==> src/design/sfm_pkg.sv <==
package sfm_pkg;

    // #####################
    // datapath widths
    // #####################
    localparam int unsigned SAMPLE_W    = 16;
    localparam int unsigned SUM_W       = 24;
    localparam int unsigned MAX_SAMPLES = 256;  // 256 samples of 16 bits fit in SUM_W

    localparam int unsigned MANT_W    = 16;     // Q1.15 mantissa and reciprocal
    localparam int unsigned SHIFT_W   = 5;
    localparam int unsigned SEED_BITS = 4;

    // #####################
    // pipeline depths
    // #####################
    localparam int unsigned ADD_STAGES = 3;
    localparam int unsigned FIFO_DEPTH = 8;
    localparam int unsigned CNT_W      = $clog2(ADD_STAGES + 1);

    localparam int unsigned N_INV_ITERS = 2;
    localparam int unsigned INV_LATENCY = 2 + 2 * N_INV_ITERS;  // normalize, seed, then two per step
    localparam int unsigned INV_STEP_W  = $clog2(INV_LATENCY);

    typedef enum logic [2:0] {
        IDLE,
        COMPUTING,
        FINISHING,
        REDUCTION,
        INVERSION,
        FINISHED
    } acc_state_t;

endpackage

==> src/design/sfm_fifo.sv <==
`timescale 1ns/1ns

module sfm_fifo #(
    parameter int unsigned WIDTH = 8,
    parameter int unsigned DEPTH = 8
) (
    input  logic             clk_i,
    input  logic             rst_ni,
    input  logic             flush_i,
    input  logic             push_i,
    input  logic [WIDTH-1:0] data_i,
    input  logic             pop_i,
    output logic [WIDTH-1:0] data_o,
    output logic             full_o,
    output logic             empty_o
);

    localparam int unsigned ADDR_W = (DEPTH > 1) ? $clog2(DEPTH) : 1;
    localparam int unsigned CNT_W  = $clog2(DEPTH + 1);

    logic [WIDTH-1:0]  mem_q [DEPTH];
    logic [ADDR_W-1:0] rd_ptr_q;
    logic [ADDR_W-1:0] wr_ptr_q;
    logic [CNT_W-1:0]  count_q;
    logic              do_push;
    logic              do_pop;

    assign full_o  = (count_q == CNT_W'(DEPTH));
    assign empty_o = (count_q == '0);
    assign do_push = push_i & ~full_o;
    assign do_pop  = pop_i & ~empty_o;
    assign data_o  = mem_q[rd_ptr_q];  // head is visible the cycle after it was written

    always_ff @(posedge clk_i or negedge rst_ni) begin
        if (!rst_ni) begin
            rd_ptr_q <= '0;
            wr_ptr_q <= '0;
            count_q  <= '0;
        end else if (flush_i) begin
            rd_ptr_q <= '0;
            wr_ptr_q <= '0;
            count_q  <= '0;
        end else begin
            if (do_push) begin
                wr_ptr_q <= (wr_ptr_q == ADDR_W'(DEPTH - 1)) ? '0 : wr_ptr_q + 1'b1;
            end
            if (do_pop) begin
                rd_ptr_q <= (rd_ptr_q == ADDR_W'(DEPTH - 1)) ? '0 : rd_ptr_q + 1'b1;
            end
            if (do_push && !do_pop) begin
                count_q <= count_q + 1'b1;
            end else if (do_pop && !do_push) begin
                count_q <= count_q - 1'b1;
            end
        end
    end

    always_ff @(posedge clk_i) begin
        if (do_push) begin
            mem_q[wr_ptr_q] <= data_i;
        end
    end

    a_no_overflow: assert property (@(posedge clk_i) disable iff (!rst_ni || flush_i)
        !(push_i && full_o)) else $error("push into a full FIFO");

    a_no_underflow: assert property (@(posedge clk_i) disable iff (!rst_ni || flush_i)
        !(pop_i && empty_o)) else $error("pop from an empty FIFO");

endmodule

==> src/design/sfm_pipe_adder.sv <==
`timescale 1ns/1ns

module sfm_pipe_adder import sfm_pkg::*; (
    input  logic             clk_i,
    input  logic             rst_ni,
    input  logic             flush_i,
    input  logic             valid_i,
    input  logic [SUM_W-1:0] a_i,
    input  logic [SUM_W-1:0] b_i,
    output logic             valid_o,
    output logic [SUM_W-1:0] sum_o
);

    logic [SUM_W-1:0]      sum_q [ADD_STAGES];
    logic [ADD_STAGES-1:0] valid_q;

    // the valid bits form a shift register, flush drops every operation in flight
    always_ff @(posedge clk_i or negedge rst_ni) begin
        if (!rst_ni) begin
            valid_q <= '0;
        end else if (flush_i) begin
            valid_q <= '0;
        end else begin
            valid_q <= {valid_q[ADD_STAGES-2:0], valid_i};
        end
    end

    always_ff @(posedge clk_i) begin
        sum_q[0] <= a_i + b_i;  // add first, the remaining stages only carry the result
        for (int i = 1; i < ADD_STAGES; i++) begin
            sum_q[i] <= sum_q[i-1];
        end
    end

    assign valid_o = valid_q[ADD_STAGES-1];
    assign sum_o   = sum_q[ADD_STAGES-1];

endmodule

==> src/design/sfm_acc_ctrl.sv <==
`timescale 1ns/1ns

module sfm_acc_ctrl import sfm_pkg::*; (
    input  logic       clk_i,
    input  logic       rst_ni,
    input  logic       clear_i,
    input  logic       add_fire_i,
    input  logic       acc_finished_i,
    input  logic       acc_only_i,
    input  logic       fifo_empty_i,
    input  logic       fifo_full_i,
    input  logic       add_out_valid_i,
    input  logic       inv_valid_i,
    output acc_state_t state_o,
    output logic       fifo_pop_o,
    output logic       fifo_push_o,
    output logic       push_result_o,
    output logic       adder_valid_o,
    output logic       use_fifo_o,
    output logic       use_result_o,
    output logic       total_o,
    output logic       inv_start_o,
    output logic       ready_o
);

    acc_state_t       state_q;
    acc_state_t       state_d;
    logic [CNT_W-1:0] in_flight_q;
    logic             cnt_inc;
    logic             cnt_dec;
    logic             toggle_q;
    logic             toggle_en;
    logic             acc_only_q;
    logic             inv_start_q;
    logic             accumulating;

    // samples are refused only while the partial sums are being reduced or inverted
    assign accumulating = (state_q != REDUCTION) && (state_q != INVERSION);
    assign ready_o      = ~fifo_full_i & accumulating;
    assign fifo_push_o  = add_fire_i | push_result_o;
    assign state_o      = state_q;
    assign inv_start_o  = inv_start_q;

    // ####################
    // operand selection and next state
    // ####################
    always_comb begin
        state_d       = state_q;
        fifo_pop_o    = 1'b0;
        push_result_o = 1'b0;
        adder_valid_o = 1'b0;
        use_fifo_o    = 1'b0;
        use_result_o  = 1'b0;
        total_o       = 1'b0;
        cnt_inc       = 1'b0;
        cnt_dec       = 1'b0;
        toggle_en     = 1'b0;

        if (accumulating) begin
            if (add_out_valid_i) begin
                use_result_o  = 1'b1;            // a circulating sum always goes back in
                adder_valid_o = 1'b1;
                fifo_pop_o    = ~fifo_empty_i;
                use_fifo_o    = ~fifo_empty_i;
            end else if (!fifo_empty_i && (in_flight_q < CNT_W'(ADD_STAGES))) begin
                fifo_pop_o    = 1'b1;            // open a new partial sum in the free slot
                use_fifo_o    = 1'b1;
                adder_valid_o = 1'b1;
                cnt_inc       = 1'b1;
            end
        end

        case (state_q)
            IDLE, FINISHED: begin
                if (add_fire_i) begin
                    state_d = COMPUTING;
                end
            end
            COMPUTING: begin
                if (acc_finished_i) begin
                    state_d = FINISHING;
                end
            end
            FINISHING: begin
                if (fifo_empty_i) begin
                    state_d = REDUCTION;
                end
            end
            REDUCTION: begin
                if (add_out_valid_i) begin
                    if (in_flight_q == CNT_W'(1)) begin
                        total_o = 1'b1;          // last sum standing
                        cnt_dec = 1'b1;
                        state_d = acc_only_q ? IDLE : INVERSION;
                    end else if (!toggle_q) begin
                        // park this sum until its partner comes out
                        push_result_o = 1'b1;
                        toggle_en     = 1'b1;
                    end else begin
                        fifo_pop_o    = 1'b1;
                        use_fifo_o    = 1'b1;
                        use_result_o  = 1'b1;
                        adder_valid_o = 1'b1;
                        cnt_dec       = 1'b1;
                        toggle_en     = 1'b1;
                    end
                end
            end
            INVERSION: begin
                if (inv_valid_i) begin
                    state_d = FINISHED;
                end
            end
            default: begin
                state_d = IDLE;
            end
        endcase
    end

    always_ff @(posedge clk_i or negedge rst_ni) begin
        if (!rst_ni) begin
            state_q     <= IDLE;
            in_flight_q <= '0;
            toggle_q    <= 1'b0;
            acc_only_q  <= 1'b0;
            inv_start_q <= 1'b0;
        end else if (clear_i) begin
            state_q     <= IDLE;
            in_flight_q <= '0;
            toggle_q    <= 1'b0;
            acc_only_q  <= 1'b0;
            inv_start_q <= 1'b0;
        end else begin
            state_q     <= state_d;
            toggle_q    <= toggle_q ^ toggle_en;
            inv_start_q <= total_o & ~acc_only_q;  // lines up with acc_done in the top
            if (acc_finished_i) begin
                acc_only_q <= acc_only_i;
            end
            if (cnt_dec) begin
                in_flight_q <= in_flight_q - 1'b1;
            end else if (cnt_inc) begin
                in_flight_q <= in_flight_q + 1'b1;
            end
        end
    end

    // with every adder slot counted a circulating sum leaves the adder each cycle
    a_in_flight_bound: assert property (@(posedge clk_i) disable iff (!rst_ni || clear_i)
        (accumulating && in_flight_q == CNT_W'(ADD_STAGES)) |-> add_out_valid_i)
        else $error("more partial sums counted than the adder holds");

endmodule

==> src/design/sfm_den_inverter.sv <==
`timescale 1ns/1ns

module sfm_den_inverter import sfm_pkg::*; (
    input  logic               clk_i,
    input  logic               rst_ni,
    input  logic               clear_i,
    input  logic               start_i,
    input  logic [SUM_W-1:0]   den_i,
    output logic               valid_o,
    output logic [MANT_W-1:0]  recip_o,
    output logic [SHIFT_W-1:0] shift_o
);

    localparam int unsigned N_SEEDS = 2 ** SEED_BITS;

    logic [SHIFT_W-1:0]    lead;
    logic [SUM_W-1:0]      norm_full;
    logic [MANT_W-1:0]     norm_m;
    logic [MANT_W-1:0]     seed_rom [N_SEEDS];
    logic [MANT_W-1:0]     m_q;
    logic [MANT_W-1:0]     y_q;
    logic [MANT_W-1:0]     e_q;
    logic [SHIFT_W-1:0]    p_q;
    logic                  zero_q;
    logic [INV_STEP_W-1:0] step_q;
    logic                  valid_q;
    logic                  seed_step;
    logic                  e_step;
    logic                  y_step;
    logic [MANT_W-1:0]     mul_a;
    logic [MANT_W-1:0]     mul_b;
    logic [2*MANT_W-1:0]   prod;
    logic [MANT_W-1:0]     prod_q15;
    logic [MANT_W:0]       e_full;

    // reciprocal of the interval midpoint, truncated to Q1.15
    function automatic logic [MANT_W-1:0] seed_value(int unsigned idx);
        int unsigned num;
        int unsigned den;
        num = 2 ** (MANT_W + SEED_BITS);
        den = 2 ** (SEED_BITS + 1) + 2 * idx + 1;
        return MANT_W'(num / den);
    endfunction

    for (genvar g = 0; g < N_SEEDS; g++) begin : gen_seed
        assign seed_rom[g] = seed_value(g);
    end

    // ####################
    // leading one and normalization
    // ####################
    always_comb begin
        lead = '0;
        for (int i = 0; i < SUM_W; i++) begin
            if (den_i[i]) begin
                lead = SHIFT_W'(i);
            end
        end
        if (lead >= SHIFT_W'(MANT_W - 1)) begin
            norm_full = den_i >> (lead - SHIFT_W'(MANT_W - 1));
        end else begin
            norm_full = den_i << (SHIFT_W'(MANT_W - 1) - lead);
        end
        norm_m = norm_full[MANT_W-1:0];  // leading one now sits at bit 15
    end

    // step 1 loads the seed, even steps form e and odd steps refine y
    assign seed_step = (step_q == INV_STEP_W'(1));
    assign e_step    = (step_q != '0) & ~step_q[0];
    assign y_step    = step_q[0] & ~seed_step;

    // one multiplier shared by both halves of an iteration
    assign mul_a    = e_step ? m_q : y_q;
    assign mul_b    = e_step ? y_q : e_q;
    assign prod     = mul_a * mul_b;
    assign prod_q15 = prod[2*MANT_W-2 -: MANT_W];
    assign e_full   = {1'b1, {MANT_W{1'b0}}} - {1'b0, prod_q15};  // 2.0 minus m*y

    always_ff @(posedge clk_i or negedge rst_ni) begin
        if (!rst_ni) begin
            step_q  <= '0;
            valid_q <= 1'b0;
        end else if (clear_i) begin
            step_q  <= '0;
            valid_q <= 1'b0;
        end else begin
            valid_q <= 1'b0;
            if (start_i) begin
                step_q <= INV_STEP_W'(1);
            end else if (step_q == INV_STEP_W'(INV_LATENCY - 1)) begin
                step_q  <= '0;
                valid_q <= 1'b1;
            end else if (step_q != '0) begin
                step_q <= step_q + 1'b1;
            end
        end
    end

    always_ff @(posedge clk_i) begin
        if (start_i) begin
            m_q    <= norm_m;
            p_q    <= lead;
            zero_q <= (den_i == '0);
        end
        if (seed_step) begin
            y_q <= seed_rom[m_q[MANT_W-2 -: SEED_BITS]];
        end else if (y_step) begin
            y_q <= prod_q15;
        end
        if (e_step) begin
            e_q <= e_full[MANT_W-1:0];  // e stays below 2 so the top bit is dropped
        end
    end

    assign valid_o = valid_q;
    assign recip_o = zero_q ? '1 : y_q;
    assign shift_o = p_q;

endmodule

==> src/design/sfm_accumulator.sv <==
`timescale 1ns/1ns

module sfm_accumulator import sfm_pkg::*; (
    input  logic                clk_i,
    input  logic                rst_ni,
    input  logic                clear_i,
    input  logic                add_valid_i,
    input  logic [SAMPLE_W-1:0] add_i,
    input  logic                acc_finished_i,
    input  logic                acc_only_i,
    output logic                ready_o,
    output logic                acc_done_o,
    output logic [SUM_W-1:0]    sum_o,
    output logic                valid_o,
    output logic [MANT_W-1:0]   recip_o,
    output logic [SHIFT_W-1:0]  recip_shift_o
);

    acc_state_t         state;
    logic               add_fire;
    logic               fifo_push;
    logic               fifo_pop;
    logic               fifo_full;
    logic               fifo_empty;
    logic [SUM_W-1:0]   fifo_din;
    logic [SUM_W-1:0]   fifo_dout;
    logic               push_result;
    logic               adder_valid;
    logic               use_fifo;
    logic               use_result;
    logic [SUM_W-1:0]   add_a;
    logic [SUM_W-1:0]   add_b;
    logic               add_out_valid;
    logic [SUM_W-1:0]   add_sum;
    logic               total;
    logic               inv_start;
    logic               inv_valid;
    logic [MANT_W-1:0]  inv_recip;
    logic [SHIFT_W-1:0] inv_shift;

    assign add_fire = add_valid_i & ready_o;
    assign fifo_din = push_result ? add_sum : SUM_W'(add_i);  // parked sums share the FIFO
    assign add_a    = use_result ? add_sum : '0;
    assign add_b    = use_fifo ? fifo_dout : '0;
    assign valid_o  = (state == FINISHED);

    sfm_fifo #(
        .WIDTH (SUM_W),
        .DEPTH (FIFO_DEPTH)
    ) addend_fifo (
        .clk_i   (clk_i),
        .rst_ni  (rst_ni),
        .flush_i (clear_i),
        .push_i  (fifo_push),
        .data_i  (fifo_din),
        .pop_i   (fifo_pop),
        .data_o  (fifo_dout),
        .full_o  (fifo_full),
        .empty_o (fifo_empty)
    );

    sfm_pipe_adder adder (
        .clk_i   (clk_i),
        .rst_ni  (rst_ni),
        .flush_i (clear_i),
        .valid_i (adder_valid),
        .a_i     (add_a),
        .b_i     (add_b),
        .valid_o (add_out_valid),
        .sum_o   (add_sum)
    );

    sfm_acc_ctrl ctrl (
        .clk_i           (clk_i),
        .rst_ni          (rst_ni),
        .clear_i         (clear_i),
        .add_fire_i      (add_fire),
        .acc_finished_i  (acc_finished_i),
        .acc_only_i      (acc_only_i),
        .fifo_empty_i    (fifo_empty),
        .fifo_full_i     (fifo_full),
        .add_out_valid_i (add_out_valid),
        .inv_valid_i     (inv_valid),
        .state_o         (state),
        .fifo_pop_o      (fifo_pop),
        .fifo_push_o     (fifo_push),
        .push_result_o   (push_result),
        .adder_valid_o   (adder_valid),
        .use_fifo_o      (use_fifo),
        .use_result_o    (use_result),
        .total_o         (total),
        .inv_start_o     (inv_start),
        .ready_o         (ready_o)
    );

    // the inverter reads the registered total, so it starts with acc_done
    sfm_den_inverter inverter (
        .clk_i   (clk_i),
        .rst_ni  (rst_ni),
        .clear_i (clear_i),
        .start_i (inv_start),
        .den_i   (sum_o),
        .valid_o (inv_valid),
        .recip_o (inv_recip),
        .shift_o (inv_shift)
    );

    // ####################
    // output registers
    // ####################
    always_ff @(posedge clk_i or negedge rst_ni) begin
        if (!rst_ni) begin
            sum_o      <= '0;
            acc_done_o <= 1'b0;
        end else if (clear_i) begin
            acc_done_o <= 1'b0;
        end else begin
            acc_done_o <= total;
            if (total) begin
                sum_o <= add_sum;
            end
        end
    end

    always_ff @(posedge clk_i or negedge rst_ni) begin
        if (!rst_ni) begin
            recip_o       <= '0;
            recip_shift_o <= '0;
        end else if (inv_valid) begin
            recip_o       <= inv_recip;
            recip_shift_o <= inv_shift;  // held while valid_o is high in FINISHED
        end
    end

    a_recip_latency: assert property (@(posedge clk_i) disable iff (!rst_ni || clear_i)
        (acc_done_o && (state == INVERSION)) |-> ##(INV_LATENCY + 1) $rose(valid_o))
        else $error("reciprocal did not arrive on time");

    // each parked sum is combined before the next one is parked
    a_reduce_one_parked: assert property (@(posedge clk_i) disable iff (!rst_ni || clear_i)
        ((state == REDUCTION) && push_result) |-> fifo_empty)
        else $error("a second sum was parked before the first was combined");

endmodule

==> config.mk <==
export PLATFORM = sky130hd
export DESIGN_NAME = sfm_accumulator
export DESIGN_NICKNAME = d
export VERILOG_FILES = /design/src/design/sfm_pkg.sv /design/src/design/sfm_fifo.sv /design/src/design/sfm_pipe_adder.sv /design/src/design/sfm_acc_ctrl.sv /design/src/design/sfm_den_inverter.sv /design/src/design/sfm_accumulator.sv
export SDC_FILE = /design/constraint.sdc
export NUM_CORES = 1
export LEC_CHECK = 0
export BUFFER_PORTS_ARGS = -buffer_cell sky130_fd_sc_hd__buf_2
export CORE_ASPECT_RATIO = 0.75
export CORE_UTILIZATION = 55
export CTS_BUF_LIST = sky130_fd_sc_hd__clkbuf_4 sky130_fd_sc_hd__clkbuf_8
export DETAILED_ROUTE_END_ITERATION = 8
export PLACE_DENSITY = 0.74
export SYNTH_ARGS = -nofsm -noshare
export SYNTH_HDL_FRONTEND = slang
export SYNTH_SLANG_ARGS = --single-unit
==> constraint.sdc <==
create_clock -name clk_i -period 8.8 [get_ports clk_i]
set_input_delay 1.32 -clock clk_i [delete_from_list [all_inputs] [get_ports clk_i]]
set_output_delay 1.32 -clock clk_i [all_outputs]
set_load 0.01 [all_outputs]
==> summary.md <==
| Metric | Value |
|---|---|
| Outcome | `complete, no violations` |
| Final max-slew violation count | `0` |
| Post-Route WL | `72820 um` |
| Final nets | `2901` |
| Syn-to-layout area delta | `10.67%` |
| Slowest CP cell | `mux2i_2` |
| Cell Area, Synth | `26310 um2` |
| Sequential share of the synthesized area | `40.31%` |
| Global route overflow | `0` |
| Maximum clock rate | `118.5 MHz` |
| Max Root-Sink Buffers | `3` |
| Switch Pwr | `1.570 mW` |
| Worst Path Buf+Inv | `5` |
| Htree depth | `2` |
| RSZ-0062 raised after global routing | `no` |
| Clk sinks | `389` |
| Worst-path maximum fanout | `55` |
| Number of synthesized flops with an enable pin | `246` |
| Pin count of the biggest net entering global routing | `59` |
| Synthesis Warnings | `0` |
| CP Capture Type | `flop` |
| Distinct cell type count after synthesis | `79` |
| Pwr Density | `178.7 nW/um2` |
| DP Area | `27660 um2` |
| DPL Wire Length | `55350 um` |
| CTS tree | `done` |
| Actual slew at the worst max-slew pin | `1171 ps` |
| Max incr delay on CP | `610 ps` |
| Starting DRC count in detailed routing | `about 1800` |
| Vias after detailed routing | `19090` |
| DR WL/cell | `22.50 um` |
| Gr usage total | `31.03%` |
| Peak supply drop | `0.1619 mV` |
| Part of the power in combinational logic | `22.6%` |
| Post-route cell area | `29110 um2` |
| Clk root buf | `clkbuf_8` |
| Worst skew pair latency | `roughly 700 ps` |
| First-pass GRT wire length | `113000 um` |
| IO Port Bufs | `69` |
| Sequential Power Share | `44.3%` |
| Setup-failing EPs final | `0` |
| Period utilisation layout | `between 90% and 100%` |
| Ant. Diodes | `0` |
| Leakage Power | `about 13 nW` |
| Initial antenna violation count | `0` |
| Syn Area/Cell | `about 11 um2` |
| Commonest non-fill, non-tap cell in the layout | `nand2_1` |
| Share of cells above drive strength 1 | `14.97%` |
| Net Count, Synth | `2800` |
| #FFs+latches synth | `approximately 390` |
| Vias per Instance | `roughly 5.9` |
| Most used cell, CP | `fa_1` |
| CTS Hold Bufs | `0` |
| Period minus WS final | `8442 ps` |
| Site row count | `69` |
| Detailed-router iteration count before antenna repair | `5` |
| Core area | `47310 um2` |
| Max-slew headroom | `21.37%` |
| Delay-heaviest family, CP | `adder cells` |
| Most frequent cells in the layout | `nand2_1, inv_1, nor2_1, edfxtp_1, fa_1` |
| CTS clk-pin slew, worst paths | `roughly 60 ps` |
| Worst EP arrival | `8880 ps` |
| Asr flop ratio synth | `18.25%` |
| Internal power | `3.634 mW` |
| Post-route setup TNS | `0 ps` |
| Die Span X | `254.5 um` |
| Synth Flop Type | `edfxtp_1` |
| Worst hold path type | `flop to flop` |
| Final Skew | `44.66 ps` |
| Clock power share | `between 30% and 40%` |
| CTS buffer count | `61` |
| Crit path required time | `9230 ps` |
| Crit start category | `flop` |
| Critical path type | `flop to flop` |
| Number of max-cap violations | `0` |
| Post-DRT Antenna Nets | `0` |
| IO Pins | `70` |
| Gpl congestion | `1.040` |
| Die footprint | `slightly below 50000 um2` |
| Remaining routing DRC violations | `0` |
| Initial Util | `55.61%` |
| Hold Violations, Final | `0` |
| Chip Height | `191.4 um` |
| Vias in the first global route | `19110` |
| Syn Inst Count | `2444` |
| Sw Share | `between 30 and 40%` |
## layout make-up
cell class	instances	area (um2)
clock inverters	24	246.5
repair buffers	139	898.4
multi-input cells	1682	14390
fillers	3894	18200
well taps	639	799.5
inverters	272	1021
flip-flops and latches	389	10610
clock buffers	92	1147
## logic make-up (layout without fill, tap and decap cells)
kind of cell	after synthesis	after routing	share of synthesized area, %
and+or+nand+nor	793	793	12.97
DFF	389	389	40.31
buffers and inverters	373	527	5.365
adders and majority gates	334	334	21.42
AOI/OAI and AO/OA	304	304	7.600
muxes	193	193	10.40
xor gates and xnor gates	58	58	1.931
## power groups by stage
stage                     Combinational [mW]  Clock [mW]  Sequential (mW)
after detailed placement                1.16           0             2.34
after global routing                    1.30        1.83             2.33
after global placement                  1.13           0             2.33
final                                   1.17        1.72             2.31
after floorplan                        0.889           0             2.28
after CTS                               1.17        1.75             2.31
## worst reg2reg max path, cell delays in order, from the launching register on
cell and delay (ps):
dfrtp_1 460, o21bai_4 200, buf_12 290, mux2i_2 640, nor2_1 160, fa_1 560, inv_1 50, fa_1 460
fa_1 500, fa_1 550, inv_1 50, fa_1 480, inv_1 50, fa_1 480, inv_1 40, ha_1 330
a21o_1 190, a21o_1 170, nand2_1 60, a22oi_1 160, o21ai_0 470, a311oi_1 190, a311oi_2 390, o2111ai_2 310
or3_1 530, nor4_4 340, xnor2_1 100
## path summary, 6_finish.rpt
kind                                                 to  slack, ps  cells after the start                from
worst max-delay path                   inverter.e_q[15]        360                     26  inverter.step_q[1]
worst min-delay path                 adder.sum_q[0][36]        320                      0  adder.sum_q[0][12]
worst max register to register         inverter.e_q[15]        360                     26  inverter.step_q[1]
worst min register to register       adder.sum_q[0][36]        320                      0  adder.sum_q[0][12]
max in group asynchronous       addend_fifo.rd_ptr_q[0]       7130                      2              rst_ni
min in group asynchronous                   recip_o[13]        480                      1              rst_ni
## flip-flops by register name (all words and copies together) (netlist names), 2 cells and up
name	count
addend_fifo.count_q	4
adder.sum_q	72
inverter.shift_o	5
addend_fifo.rd_ptr_q	3
recip_o	16
recip_shift_o	5
inverter.step_q	3
ctrl.in_flight_q	2
addend_fifo.wr_ptr_q	3
ctrl.state_o	3
inverter.m_q	16
inverter.e_q	16
adder.valid_q	3
sum_o	24
addend_fifo.mem_q	192
inverter.y_q	16
## layer usage
metal	share of wire (%)	global-route usage (%)	vias up	wire, um
met5	0	0	-	0
met4	1.5	6.126	0	1088
met3	12	9.668	97	9047
met2	40	42.22	922	29150
met1	46	48.29	9523	33540
li1	-	-	8543	-
## Yosys cell counts (6+ instances only)
cell type,count,area [um2]
nand2_1,348,1306
inv_1,271,1017
nor2_1,271,1017
edfxtp_1,246,7387
fa_1,194,3884
ha_1,140,1752
mux2i_1,93,930.9
a21oi_1,91,455.4
clkbuf_1,85,319.1
dfxtp_1,72,1441
dfrtp_1,71,1777
mux4_2,60,1351
o21ai_0,59,295.3
xnor2_1,48,420.4
and2_1,43,269.0
mux2_2,39,439.2
a21o_1,28,210.2
nand3_1,26,130.1
nor3_1,22,110.1
o211ai_1,14,105.1
and3_1,13,81.33
nand2b_1,13,81.33
nor4_1,13,81.33
buf_1,12,45.04
o21a_1,11,82.58
a211oi_1,10,75.07
xor2_1,10,87.58
nor2b_1,8,50.05
o21bai_1,8,60.06
a22oi_1,7,52.55
a31oi_1,7,43.79
nor3b_1,7,52.55
o31ai_1,7,52.55
or2_2,7,43.79
o221ai_1,6,52.55
o22ai_1,6,37.54
## metrics by stage
stage                     utilization (%)  hold slack, ps  power, mW  setup WS (ps)  cells
after floorplan                         -           309.6      3.167          663.5   2444
after global placement              58.47           310.7      3.461          356.5   3117
after detailed placement            58.47           312.8      3.502          261.2   3117
after CTS                           61.42           316.2      5.231          255.3   3233
after global routing                61.54           332.6      5.463          62.20   3237
final                               61.54           324.5      5.204          358.3   3237
## timing repair
| action | in CTS | in global routing |
|---|---|---|
| resized for setup | 0 | 7 |
| setup buffers | 0 | 4 |
| setup endpoints to repair | 0 | 4 |
Note: power is estimated with default switching activity, not from simulation.
